**src/rtl/pov_settings.svh**
```systemverilog
/* Build-time settings of the SPI command path
   FIFO depth, pin synchronizer length, MISO status width,
   payload byte counts for each opcode */
`ifndef POV_SETTINGS_SVH
`define POV_SETTINGS_SVH

// Byte entries in the command FIFO, must be a power of two
`define POV_FIFO_DEPTH 16

// Flip-flops per SPI pin synchronizer, two or more
`define POV_SYNC_STAGES 2

// Status word on MISO, rotation in the upper half, speed in the lower
`define POV_STATUS_BITS 32

// Payload bytes expected after each opcode
`define POV_CONF_BYTES 6
`define POV_DISPLAY_BYTES 1
`define POV_MUX_BYTES 1

`endif

```
**src/rtl/pov_pkg.sv**
```systemverilog
/* Shared types of the SPI command path
   Opcodes, column driver configuration, configuration payload union,
   command FIFO entry */
`include "pov_settings.svh"

package pov_pkg;

   // Command codes, first byte of every SPI frame
   typedef enum logic [7:0] {
      OP_CONFIG      = 8'h01,
      OP_DISPLAY     = 8'h02,
      OP_MUX_SET     = 8'h03,
      OP_MUX_RELEASE = 8'h04
   } opcode_e;

   // Column driver configuration, MSB first as sent by the host
   typedef struct packed {
      logic [23:0] brightness;
      logic [7:0]  blank_cycles;
      logic [7:0]  sclk_div;
      logic [7:0]  gclk_div;
   } driver_conf_t;

   // Configuration payload
   // Written byte by byte, read back as driver fields
   // bytes[5] holds the first payload byte on the wire
   typedef union packed {
      driver_conf_t                     fields;
      logic [`POV_CONF_BYTES-1:0][7:0] bytes;
   } conf_payload_u;

   // One received byte
   // first marks the opcode position, i.e. first byte after CS falls
   typedef struct packed {
      logic       first;
      logic [7:0] data;
   } fifo_entry_t;

endpackage

```
**src/rtl/spi_byte_if.sv**
```systemverilog
/* Byte link from the SPI slave to the command FIFO
   Producer and buffer modports */
`timescale 1ns/1ps

interface spi_byte_if;

   // Assembled byte and its frame-start flag
   logic [7:0] data;
   logic       first;
   // One clk pulse per byte, no acceptance path back
   logic       strobe;
   // Sticky FIFO overflow, driven by the buffer side
   logic       overflow;

   modport producer (
      output data,
      output first,
      output strobe,
      input  overflow
   );

   modport buffer (
      input  data,
      input  first,
      input  strobe,
      output overflow
   );

endinterface

```
**src/rtl/spi_iff.sv**
```systemverilog
/* SPI mode 0 slave running on the system clock
   Pin synchronizers and SCLK edge detection
   MOSI byte assembly with first-byte marking
   MISO shifter for the rotation and speed status word */
`timescale 1ns/1ps
`include "pov_settings.svh"

module spi_iff (
   input  logic                          clk,
   input  logic                          arst_n,
   input  logic                          som_cs,
   input  logic                          som_sclk,
   input  logic                          som_mosi,
   input  logic [`POV_STATUS_BITS/2-1:0] rotation_data,
   input  logic [`POV_STATUS_BITS/2-1:0] speed_data,
   output logic                          som_miso,
   spi_byte_if.producer                  bytes
);

   localparam int STAGES = `POV_SYNC_STAGES;
   localparam int SW     = `POV_STATUS_BITS;

   // Each stage holds {cs, sclk, mosi}
   logic [STAGES-1:0][2:0] sync_q;
   logic                   cs_s;
   logic                   sclk_s;
   logic                   mosi_s;
   logic                   cs_d;
   logic                   sclk_d;
   logic                   cs_fall;
   logic                   sclk_rise;
   logic                   sclk_fall;
   logic [2:0]             bit_cnt;
   logic [6:0]             shift_q;
   logic                   first_pend;
   logic [SW-1:0]          status_q;

   // Pin synchronizers
   // Idle pattern is CS high, SCLK low, so no false edge leaves reset
   always_ff @(posedge clk or negedge arst_n) begin
      if (!arst_n) begin
         sync_q <= {STAGES{3'b100}};
      end else begin
         sync_q <= {sync_q[STAGES-2:0], {som_cs, som_sclk, som_mosi}};
      end
   end

   assign {cs_s, sclk_s, mosi_s} = sync_q[STAGES-1];

   // Previous synchronized levels for edge detection
   always_ff @(posedge clk or negedge arst_n) begin
      if (!arst_n) begin
         cs_d   <= 1'b1;
         sclk_d <= 1'b0;
      end else begin
         cs_d   <= cs_s;
         sclk_d <= sclk_s;
      end
   end

   assign cs_fall   = cs_d & ~cs_s;
   // SCLK edges only count inside a selected frame
   assign sclk_rise = ~cs_s & sclk_s & ~sclk_d;
   assign sclk_fall = ~cs_s & ~sclk_s & sclk_d;

   // Bit counter and byte strobe
   always_ff @(posedge clk or negedge arst_n) begin
      if (!arst_n) begin
         bit_cnt      <= '0;
         first_pend   <= 1'b0;
         bytes.strobe <= 1'b0;
         bytes.first  <= 1'b0;
      end else begin
         bytes.strobe <= 1'b0;
         if (cs_s) begin
            // Deselect drops any partial byte
            bit_cnt <= '0;
         end else if (sclk_rise) begin
            bit_cnt <= bit_cnt + 3'd1;
            // Eighth edge, strobe shows up one cycle later
            if (bit_cnt == 3'd7) begin
               bytes.strobe <= 1'b1;
               bytes.first  <= first_pend;
               first_pend   <= 1'b0;
            end
         end
         // Next complete byte is the opcode
         if (cs_fall) begin
            first_pend <= 1'b1;
         end
      end
   end

   // MOSI data path, MSB first
   always_ff @(posedge clk) begin
      if (sclk_rise) begin
         shift_q <= {shift_q[5:0], mosi_s};
         if (bit_cnt == 3'd7) begin
            bytes.data <= {shift_q, mosi_s};
         end
      end
   end

   // Status word
   // Loaded on CS fall so its MSB leads before the first rising edge,
   // shifted on falling edges, zeros fill in behind
   always_ff @(posedge clk or negedge arst_n) begin
      if (!arst_n) begin
         status_q <= '0;
      end else if (cs_fall) begin
         status_q <= {rotation_data, speed_data};
      end else if (cs_s) begin
         status_q <= '0;
      end else if (sclk_fall) begin
         status_q <= {status_q[SW-2:0], 1'b0};
      end
   end

   assign som_miso = status_q[SW-1];

endmodule

```
**src/rtl/cmd_fifo.sv**
```systemverilog
/* Command byte FIFO between the SPI slave and the decoder
   Circular buffer with occupancy count, sticky overflow flag */
`timescale 1ns/1ps
`include "pov_settings.svh"

module cmd_fifo (
   input  logic                 clk,
   input  logic                 arst_n,
   input  logic                 pop,
   spi_byte_if.buffer           bytes,
   output logic                 empty,
   output pov_pkg::fifo_entry_t entry
);

   import pov_pkg::*;

   localparam int DEPTH = `POV_FIFO_DEPTH;
   localparam int AW    = $clog2(DEPTH);

   fifo_entry_t   mem [DEPTH];
   logic [AW-1:0] wr_ptr;
   logic [AW-1:0] rd_ptr;
   logic [AW:0]   count;
   logic          full;
   logic          do_push;
   logic          do_pop;

   assign empty  = (count == '0);
   // Depth is a power of two, so the count MSB alone means full
   assign full   = count[AW];
   assign do_pop = pop & ~empty;
   // A pop in the same cycle frees the slot for a push on full
   assign do_push = bytes.strobe & (~full | do_pop);

   // Head entry, read combinationally
   assign entry = mem[rd_ptr];

   // Storage
   always_ff @(posedge clk) begin
      if (do_push) begin
         mem[wr_ptr] <= '{first: bytes.first, data: bytes.data};
      end
   end

   // Pointers, count and overflow
   always_ff @(posedge clk or negedge arst_n) begin
      if (!arst_n) begin
         wr_ptr         <= '0;
         rd_ptr         <= '0;
         count          <= '0;
         bytes.overflow <= 1'b0;
      end else begin
         // Pointers wrap naturally at the power-of-two depth
         if (do_push) begin
            wr_ptr <= wr_ptr + 1'b1;
         end
         if (do_pop) begin
            rd_ptr <= rd_ptr + 1'b1;
         end
         case ({do_push, do_pop})
            2'b10:   count <= count + 1'b1;
            2'b01:   count <= count - 1'b1;
            default: count <= count;
         endcase
         // Lost byte, flag holds until reset
         if (bytes.strobe && !do_push) begin
            bytes.overflow <= 1'b1;
         end
      end
   end

endmodule

```
**src/rtl/spi_decoder.sv**
```systemverilog
/* Host command decoder
   Opcode and payload FSM fed from the command FIFO
   Driver configuration assembly, RGB enable, row mux override */
`timescale 1ns/1ps
`include "pov_settings.svh"

module spi_decoder (
   input  logic                  clk,
   input  logic                  arst_n,
   input  logic                  empty,
   input  pov_pkg::fifo_entry_t  entry,
   input  logic [7:0]            mux_out,
   output logic                  pop,
   output pov_pkg::driver_conf_t driver_conf,
   output logic                  new_config,
   output logic                  rgb_enable,
   output logic                  manage_mux,
   output logic [7:0]            fpga_mul
);

   import pov_pkg::*;

   // Waiting for an opcode, or counting payload bytes
   typedef enum logic {
      ST_IDLE,
      ST_PAYLOAD
   } state_e;

   localparam int CW = $clog2(`POV_CONF_BYTES + 1);

   state_e        state;
   opcode_e       op_q;
   logic [CW-1:0] remaining;
   conf_payload_u conf_q;
   conf_payload_u conf_next;
   logic [7:0]    mux_force_q;
   logic [7:0]    rx;
   logic          payload_byte;
   logic          last;

   // Drain one byte per cycle whenever anything is queued
   assign pop = ~empty;
   assign rx  = entry.data;

   // Payload byte of a command still in progress
   assign payload_byte = pop & ~entry.first & (state == ST_PAYLOAD);
   assign last         = (remaining == CW'(1));

   // Byte view shifts in, oldest byte ends up most significant
   always_comb begin
      conf_next.bytes = {conf_q.bytes[`POV_CONF_BYTES-2:0], rx};
   end

   // Payload holding registers
   always_ff @(posedge clk) begin
      if (payload_byte && op_q == OP_CONFIG) begin
         conf_q <= conf_next;
      end
      if (payload_byte && op_q == OP_MUX_SET) begin
         mux_force_q <= rx;
      end
   end

   // Command FSM and output registers
   always_ff @(posedge clk or negedge arst_n) begin
      if (!arst_n) begin
         state       <= ST_IDLE;
         op_q        <= OP_MUX_RELEASE;
         remaining   <= '0;
         driver_conf <= '0;
         new_config  <= 1'b0;
         rgb_enable  <= 1'b0;
         manage_mux  <= 1'b0;
      end else begin
         new_config <= 1'b0;
         if (pop && entry.first) begin
            // Frame start, anything unfinished is dropped here
            state <= ST_PAYLOAD;
            case (rx)
               OP_CONFIG: begin
                  op_q      <= OP_CONFIG;
                  remaining <= CW'(`POV_CONF_BYTES);
               end
               OP_DISPLAY: begin
                  op_q      <= OP_DISPLAY;
                  remaining <= CW'(`POV_DISPLAY_BYTES);
               end
               OP_MUX_SET: begin
                  op_q      <= OP_MUX_SET;
                  remaining <= CW'(`POV_MUX_BYTES);
               end
               OP_MUX_RELEASE: begin
                  // No payload, takes effect right away
                  op_q       <= OP_MUX_RELEASE;
                  manage_mux <= 1'b0;
                  state      <= ST_IDLE;
               end
               // Unknown code, rest of the frame falls through idle
               default: state <= ST_IDLE;
            endcase
         end else if (payload_byte) begin
            remaining <= remaining - 1'b1;
            if (last) begin
               state <= ST_IDLE;
               case (op_q)
                  OP_CONFIG: begin
                     driver_conf <= conf_next.fields;
                     new_config  <= 1'b1;
                  end
                  OP_DISPLAY: rgb_enable <= rx[0];
                  OP_MUX_SET: manage_mux <= 1'b1;
                  default:    manage_mux <= manage_mux;
               endcase
            end
         end
      end
   end

   // Row mux select, forced value overrides the driver controller
   assign fpga_mul = manage_mux ? mux_force_q : mux_out;

endmodule

```
**src/rtl/pov_spi_top.sv**
```systemverilog
/* Top of the host command path
   SPI slave, command FIFO and decoder on plain ports */
`timescale 1ns/1ps
`include "pov_settings.svh"

module pov_spi_top (
   input  logic                          clk,
   input  logic                          arst_n,
   // SPI from the SBC
   input  logic                          som_cs,
   input  logic                          som_sclk,
   input  logic                          som_mosi,
   output logic                          som_miso,
   // Status returned on MISO
   input  logic [`POV_STATUS_BITS/2-1:0] rotation_data,
   input  logic [`POV_STATUS_BITS/2-1:0] speed_data,
   // Mux value from the driver controller
   input  logic [7:0]                    mux_out,
   // Column driver configuration
   output logic [47:0]                   driver_conf,
   output logic                          new_config,
   // Display and row mux control
   output logic                          rgb_enable,
   output logic                          manage_mux,
   output logic [7:0]                    fpga_mul,
   // Lost command byte
   output logic                          overflow
);

   import pov_pkg::*;

   fifo_entry_t  entry;
   driver_conf_t conf;
   logic         pop;
   logic         empty;

   // Byte link between slave and FIFO
   spi_byte_if bytes_if ();

   spi_iff spi_iff (
      .clk           (clk),
      .arst_n        (arst_n),
      .som_cs        (som_cs),
      .som_sclk      (som_sclk),
      .som_mosi      (som_mosi),
      .rotation_data (rotation_data),
      .speed_data    (speed_data),
      .som_miso      (som_miso),
      .bytes         (bytes_if.producer)
   );

   cmd_fifo cmd_fifo (
      .clk    (clk),
      .arst_n (arst_n),
      .pop    (pop),
      .bytes  (bytes_if.buffer),
      .empty  (empty),
      .entry  (entry)
   );

   spi_decoder spi_decoder (
      .clk         (clk),
      .arst_n      (arst_n),
      .empty       (empty),
      .entry       (entry),
      .mux_out     (mux_out),
      .pop         (pop),
      .driver_conf (conf),
      .new_config  (new_config),
      .rgb_enable  (rgb_enable),
      .manage_mux  (manage_mux),
      .fpga_mul    (fpga_mul)
   );

   // Configuration leaves as a flat vector
   assign driver_conf = conf;
   assign overflow    = bytes_if.overflow;

endmodule

```
**config.mk**
```make
export PLATFORM = sky130hd
export DESIGN_NAME = pov_spi_top
export DESIGN_NICKNAME = d
export VERILOG_FILES = /design/src/rtl/pov_pkg.sv /design/src/rtl/spi_byte_if.sv /design/src/rtl/spi_iff.sv /design/src/rtl/cmd_fifo.sv /design/src/rtl/spi_decoder.sv /design/src/rtl/pov_spi_top.sv
export VERILOG_INCLUDE_DIRS = /design/src /design/src/rtl
export SDC_FILE = /design/constraint.sdc
export NUM_CORES = 1
export LEC_CHECK = 0
export BUFFER_PORTS_ARGS = -buffer_cell sky130_fd_sc_hd__buf_2
export CORE_ASPECT_RATIO = 0.6
export CORE_MARGIN = 3
export CORE_UTILIZATION = 30
export CTS_BUF_LIST = sky130_fd_sc_hd__clkbuf_16
export DETAILED_ROUTE_END_ITERATION = 6
export PLACE_DENSITY = 0.47
export SLEW_MARGIN = 20
export SYNTH_ARGS = -nofsm -noshare
export SYNTH_HDL_FRONTEND = slang
export SYNTH_HIERARCHICAL = 1
export SYNTH_SLANG_ARGS = --single-unit
```
**constraint.sdc**
```tcl
create_clock -name clk -period 7.6 [get_ports clk]
set_input_delay 0.76 -clock clk [delete_from_list [all_inputs] [get_ports clk]]
set_output_delay 0.76 -clock clk [all_outputs]
set_load 0.05 [all_outputs]
```
Word-level counts from Yosys, hierarchy flattened
Memories as Yosys holds them, arrays and structs flattened.
Index checks and enable logic that the tools add are counted.
{"block": "word_totals", "regBits": 186, "mem_bits_rw": 144, "memories": 1}
{"block": "op_classes", "add_sub_neg": 6, "eq_ne": 14, "n_mux": 33, "bitwise_logic": 16, "reduce_logical": 26}
{"memory": "cmd_fifo.mem", "words": 16, "width": 9, "read_ports": 1, "rd_ports_with_merged_regs": 0, "wr": 1, "line": "cmd_fifo.sv:20", "rtl": "fifo_entry_t mem [DEPTH];"}
{"op": "two-way mux 32 bit", "count": 3}
{"op": "equality test 8 x 2 -> 1 bit, second input constant", "count": 4}
{"op": "case mux 8 bit (4 select lines)", "count": 1}
{"op": "two-way mux 1 bit", "count": 22}
{"op": "equality test 8 x 1 -> 1 bit, second input constant", "count": 2}
{"op": "nonzero test 2 bit", "count": 7}
{"op": "two-way mux 3 bit", "count": 4}
{"op": "AND reduction 4 bit", "count": 3}
{"op": "case mux 5 bit (2 select lines)", "count": 1}
{"op": "adder 4 x 1 -> 4 bit, second input constant", "count": 2}
{"op": "bitwise AND 1 bit", "count": 8}
{"op": "equality test 8 x 3 -> 1 bit, second input constant", "count": 1}
{"op": "two-way mux 8 bit", "count": 1}
{"op": "AND reduction 2 bit", "count": 4}
{"op": "NOT 1 bit", "count": 7}
{"op": "case mux 3 bit (2 select lines)", "count": 1}
{"op": "AND reduction 3 bit", "count": 2}
{"op": "adder 5 x 1 -> 5 bit, second input constant", "count": 1}
{"op": "zero test 5 bit", "count": 1}
{"op": "subtractor 5 x 1 -> 5 bit, second input constant", "count": 1}
{"op": "logical AND 1 bit", "count": 4}
{"op": "!= test 2 bit, second input constant", "count": 2}
{"op": "nonzero test 4 bit", "count": 1}
{"op": "adder 3 x 1 -> 3 bit, second input constant", "count": 1}
{"op": "11 further kinds", "count": 11}

Logic depth before layout (Yosys ltp)
Gate-level depths: netlist of run 1.
{"block": "depth", "depth_word": 6, "mapped_depth": 13, "depth_no_buf": 12}

Cells and area by module
The synthesis of run 1 kept the hierarchy.
{"module": "cmd_fifo", "instances": 1, "cells_per_inst": 349, "area_each_um2": 6392.4, "seq_area_each_um2": 4674.5}
{"module": "spi_decoder", "instances": 1, "cells_per_inst": 236, "area_each_um2": 4007.6, "seq_area_each_um2": 2894.0}
{"module": "spi_iff", "instances": 1, "cells_per_inst": 185, "area_each_um2": 2641.3, "seq_area_each_um2": 1605.3}

Least setup slack after synthesis of run 1
OpenSTA, ideal clock, no wires.
{"block": "synth_timing", "kind": "reg2reg", "startpoint": "register cmd_fifo.rd_ptr[0]", "endpoint": "register spi_decoder/conf_q[0] in the netlist's numbering (enable)", "setup_time_ns": 0.487, "t_arrival_ns": 4.851, "t_required_ns": 7.113, "setup_slack_ns": 2.262, "path_stages_with_launch": 8, "cell_sequence": "dfrtp_1 > buf_2 > mux4_2 > a22oi_1 > nand2_1 > buf_4 > or3b_2 > nor3_1"}
{"item": "start, declared", "line": "cmd_fifo.sv:22", "rtl": "logic [AW-1:0] rd_ptr;"}
{"item": "start signal, assigned", "line": "cmd_fifo.sv:58", "rtl": "rd_ptr <= rd_ptr + 1'b1;"}
{"item": "end signal, assigned", "line": "spi_decoder.sv:57", "rtl": "conf_q <= conf_next;"}
{"item": "end, declared", "line": "spi_decoder.sv:34", "rtl": "conf_payload_u conf_q;"}

==> results.cfg, run 1 <==
[outcome]
status = complete, no violations

[timing]
max-slew-margin-rel = 0.311
max_freq_mhz = 239
skew_ns = 0.0140
rsz0062_at_grt = false
finalHoldViolations = 0
period_minus_slack_ns = 4.18
tns_ns = 0
slew_violations = 0
tightest_slew_ns = 1.03
finalCritPeriodShare = 0.550
setup_violations = 0

[logic_synthesis]
ys_warn_count = 6
synth_edf_count = 207
synth_area_um2 = 13000
syn-num-nets = 829
ys_types = 61
async_flop_share = 0.363
synth_ff_type = edfxtp_1
yosysMostFrequentCell = edfxtp_1
postSynthCellCount = 770
avgSynthCellArea_um2 = 16.9
synth.area.top_cells = edfxtp_1, dfrtp_1, mux2_2
synth_seq_area_share = 0.703
synth_top_cell_by_area = edfxtp_1
synth_top_area_frac = 0.477
ys_ff_latch = 325
synth_top_cells_by_count = edfxtp_1, dfrtp_1, mux2_2

[final_layout]
drive_above_1_share = 0.314
fin_nets = 932
final_area_um2 = 15000
area_growth_pct = 15.0
num_antenna_cells = 0

[power]
pwr_density_cell_nw_per_um2 = 229
p_leak_nw = 5.84
vdd_drop_max_mv = 0.153

[clocking]
clock_latency_ns = 0.56
cts_buffer_depth = 3
cts_tree = done
cts_made_buffers = 30
clkSlewWorstSetupHoldPaths_ns = 0.07
ctsHoldBuffers = 0
cts.sinks = 325
cts-root-buf = clkbuf_16
cts_setup_buffers = 0
htreeDepth = 1
cts_resized = 0

[route]
viasPerCell = 4.65
num_vias = 6826
wirelength_um = 27900
drtAntennaViolNets = 0
firstDrtPassIters = 5
drtIter0Drc = 584
drc = 0
wire_per_inst_um = 19.0

[hold_path]
min_path_type = in -> async

[critical_path]
required_ns = 8.04
criticalPathCategory = reg -> reg
path_max_fanout = 22
path_delay_family = simple AND/OR/NAND/NOR gates
start_kind = flop
crit_buf_inv = 0
crit_chain = and2_1 > a221oi_1 > o21ai_0 > nand2_1 > or4b_1 > o311a_2 > a31o_2
cpPeakStageDelay_ns = 0.98
arrival_ns = 4.62
end_kind = flop
slowest_stage = dfrtp_1

[floorplan]
die_w_um = 275
pin_count = 106
dieArea_um2 = 46100
start_util = 0.308
core_area_um2 = 42400
die_h_um = 168
num_rows = 58

[place]
place_area_um2 = 14100
io_buffers = 105
gp_congestion = 0.774
dp_hpwl_um = 18200

[grt]
grt_pass1_wl_um = 42600
grt_pass1_vias = 6827
grt_max_degree = 67
track_usage = 0.120
antenna_found_initial = 0
overflow = 0

[job]
max_cap_viol_count = 0
==> layer usage <==
metal | track usage | vias to the layer above | wire, um
met2 | 0.162 | 179 | 11200
met5 | 0 | - | 0
met3 | 0.0294 | 34 | 1740
met1 | 0.193 | 3476 | 14600
li1 | - | 3137 | -
met4 | 0.0204 | 0 | 400
==> state kept, by name, summed over array words and instances (netlist names), 4 cells and up <==
register                 count
cmd_fifo/mem               144
spi_iff/bytes.data           8
spi_iff/status_q            32
spi_decoder/conf_q          40
spi_decoder/mux_force_q      8
cmd_fifo/wr_ptr              4
spi_iff/shift_q              7
cmd_fifo/count               5
spi_decoder/driver_conf     48
cmd_fifo/rd_ptr              4
==> layout make-up <==
class / count / area, um^2
fill: 4060 / 27400
sequential: 325 / 9180
multi-input combinational: 390 / 3550
clock buffer: 31 / 776
tap: 570 / 713
timing repair buffer: 111 / 577
clock inverter: 25 / 156
inverter: 15 / 56.3
==> final timing paths <==
path                                     from                  endpoint  slack [ns]  depth (start not counted)
max                        cmd_fifo/rd_ptr[1]  spi_decoder/remaining[1]        3.42                          7
min                                    arst_n         cmd_fifo/count[0]        0.22                          1
max reg2reg                cmd_fifo/rd_ptr[1]  spi_decoder/remaining[1]        3.42                          7
min reg2reg                 spi_iff/sync_q[1]            spi_iff/sclk_s        0.35                          0
max in group asynchronous              arst_n            spi_iff/mosi_s        6.20                          2
min in group clk                       som_cs         spi_iff/sync_q[2]        0.30                          1
==> per-stage QoR <==
stage / std cells / total power, mW / hold slack [ns] / utilization / setup slack, ns
final: 1467 / 3.44 / 0.219 / 0.354 / 3.42
after global routing: 1467 / 3.59 / 0.256 / 0.354 / 3.26
after CTS: 1467 / 3.50 / 0.220 / 0.354 / 3.50
after detailed placement: 1411 / 2.05 / 0.336 / 0.332 / 3.51
after global placement: 1411 / 2.05 / 0.336 / 0.332 / 3.05
after floorplan: 770 / 2.01 / 0.331 / - / 2.26
==> placed cells by master (no fill, tap or decap), types with 5 or more instances in the layout <==
cell type | netlist | final
xor2_1 | 5 | 5
nor2_1 | 52 | 52
nand2_1 | 20 | 20
a221oi_1 | 18 | 18
nand2b_1 | 5 | 5
clkinv_1 | 1 | 10
xnor2_1 | 8 | 8
a22oi_1 | 9 | 9
mux2i_1 | 70 | 70
dfrtp_1 | 114 | 113
ha_1 | 13 | 13
buf_2 | 17 | 104
clkinv_2 | 0 | 6
mux4_2 | 18 | 18
buf_4 | 6 | 6
nor3_2 | 0 | 5
clkbuf_16 | 0 | 31
o21ai_0 | 14 | 14
mux2_2 | 88 | 88
inv_1 | 14 | 16
nor3_1 | 10 | 5
edfxtp_1 | 207 | 207
==> cell families after synthesis <==
group           after synthesis  synth area share
buf+inv                      55            0.0267
compound gates               65            0.0380
flops                       325             0.703
mux                         179             0.164
simple gates                119            0.0455
xor+xnor                     13           0.00873
fa+ha+maj                    14            0.0140
==> power by group <==
part	switching [mW]	internal [mW]	leakage (nW)
registers	0.0202	1.89	3.42
clock network	0.658	0.776	0.455
logic	0.0536	0.0441	1.96
(Power assumes the default switching activity.)
==> run 2, diff against run 1 <==
PLACE_DENSITY = 0.48   (was 0.47)
clock period = 3.7 ns   (was 7.6 ns; I/O delays follow)
==> run 2 against run 1 <==
Against the previous run: clock-buffer cell count unchanged; clock power up 120%; combinational power up 110%; via count up 2.7%; routed wire length down 1.0%; worst hold slack worse by 0.13 ns; fmax up 27%; largest power group unchanged.
==> results.cfg, run 2 (synthesis gave the netlist of run 1 again) <==
[final_layout]
num_antenna_cells = 0
reg_top3 = cmd_fifo/mem: 144 flops, spi_decoder/driver_conf: 48 flops, spi_decoder/conf_q: 40 flops
top_register = cmd_fifo/mem
largest_register_ffs = 144
final_area_um2 = 15400
final_common_cell = edfxtp_1
drive_above_1_share = 0.338
final_cell_mix = edfxtp_1, dfrtp_1, buf_2, mux2_2, mux2i_1
fin_nets = 974
area_growth_pct = 18.3

[job]
max_cap_viol_count = 0

[floorplan]
num_rows = 58
start_util = 0.308
pin_count = 106
core_area_um2 = 42400
die_w_um = 275
die_h_um = 168
dieArea_um2 = 46100

[grt]
grt_pass1_vias = 7134
grt_pass1_wl_um = 43500
overflow = 0
antenna_found_initial = 0
grt_max_degree = 61
track_usage = 0.121

[timing]
finalCritPeriodShare = 0.886
rsz0062_at_grt = false
setup_violations = 0
skew_ns = 0.0112
setup_ws_ns = 0.422
finalHoldViolations = 0
slew_violations = 0
tightest_slew_ns = 0.972
period_minus_slack_ns = 3.28
tns_ns = 0
max-slew-margin-rel = 0.348
max_freq_mhz = 305

[power]
vdd_drop_max_mv = 0.305
pwr_density_cell_nw_per_um2 = 471
power_frac_comb = 0.028
switching_share = 0.207
p_seq_frac = 0.540
internal-power_mw = 5.77
power.switching_mw = 1.50
p_leak_nw = 6.14
finalPower_mw = 7.28
clkPwrFrac = 0.432

[place]
dp_slack_ns = 0.446
place_area_um2 = 14400
gp_congestion = 0.787
dp_hpwl_um = 18500
io_buffers = 105

[route]
wire_per_inst_um = 18.3
drtIter0Drc = 546
num_vias = 7008
wirelength_um = 27700
firstDrtPassIters = 5
viasPerCell = 4.64
drc = 0
drtAntennaViolNets = 0

[critical_path]
path_max_fanout = 21
end_kind = flop
required_ns = 4.14
criticalPathCategory = reg -> reg
start_kind = flop
arrival_ns = 3.72

[clocking]
cts_tree = done
cts_buffer_depth = 3
cts-root-buf = clkbuf_16
cts_resized = 0
cts.sinks = 325
clkSlewWorstSetupHoldPaths_ns = 0.07
htreeDepth = 1
cts_made_buffers = 30
clock_latency_ns = 0.56

[outcome]
status = complete, no violations

[hold_path]
min_path_type = in -> reg
[run 2: area by class of cell]
type,count,area [um^2]
fillers,4053,26900
flip-flops and latches,325,9180
multi-input cells,390,3540
repair buffers,153,952
clock buffers,31,776
well taps,570,713
clock inverters,25,219
inverters,15,56.3
[run 2: critical path: stages (launching register included)]
cell      delay [ns]
dfrtp_2         0.63
buf_12          0.26
mux2i_1         0.45
a221oi_1        0.20
a22oi_1         0.18
nand2_1         0.17
or4_1           0.65
o311a_2         0.37
a31o_2          0.22
[run 2: final timing paths]
| path | start | endpoint | slack, ns | depth (start not counted) |
|---|---|---|---|---|
| max in group asynchronous | arst_n | spi_iff/cs_s | 2.51 | 3 |
| setup / recovery | cmd_fifo/rd_ptr[0] | spi_decoder/remaining[1] | 0.42 | 8 |
| hold reg to reg | spi_iff/sync_q[1] | spi_iff/sclk_s | 0.35 | 0 |
| setup reg to reg | cmd_fifo/rd_ptr[0] | spi_decoder/remaining[1] | 0.42 | 8 |
| hold / removal | speed_data[0] | spi_iff/status_q[0] | 0.09 | 2 |
| min in group asynchronous | arst_n | cmd_fifo/count[1] | 0.38 | 2 |
[run 2: power by group through the flow]
stage	clock (mW)	sequential, mW	combinational [mW]
floorplan	0	3.98	0.140
global placement	0	4.01	0.201
detailed placement	0	4.01	0.203
CTS	3.24	3.93	0.207
global route	3.40	3.94	0.225
finish	3.14	3.93	0.201
[run 2: per-layer routing]
layer / part of all wire / vias to the layer above / track usage
met5: 0 / - / 0
met4: 0.013 / 0 / 0.0179
met3: 0.049 / 31 / 0.0235
met2: 0.40 / 152 / 0.166
met1: 0.53 / 3612 / 0.198
li1: - / 3213 / -
[run 2: through the flow]
step / util / instances / hold WS [ns]
after floorplan: - / 770 / 0.0744
after CTS: 0.364 / 1509 / 0.0616
after detailed placement: 0.340 / 1449 / 0.343
after global placement: 0.340 / 1449 / 0.350
after global routing: 0.364 / 1509 / 0.0563
final: 0.364 / 1509 / 0.0876
[run 2: repair_timing]
item | CTS | global route
hold endpoints to repair | 61 | 0
hold buffers | 4 | 0
setup buffers | 0 | 0
setup endpoints to repair | 0 | 0
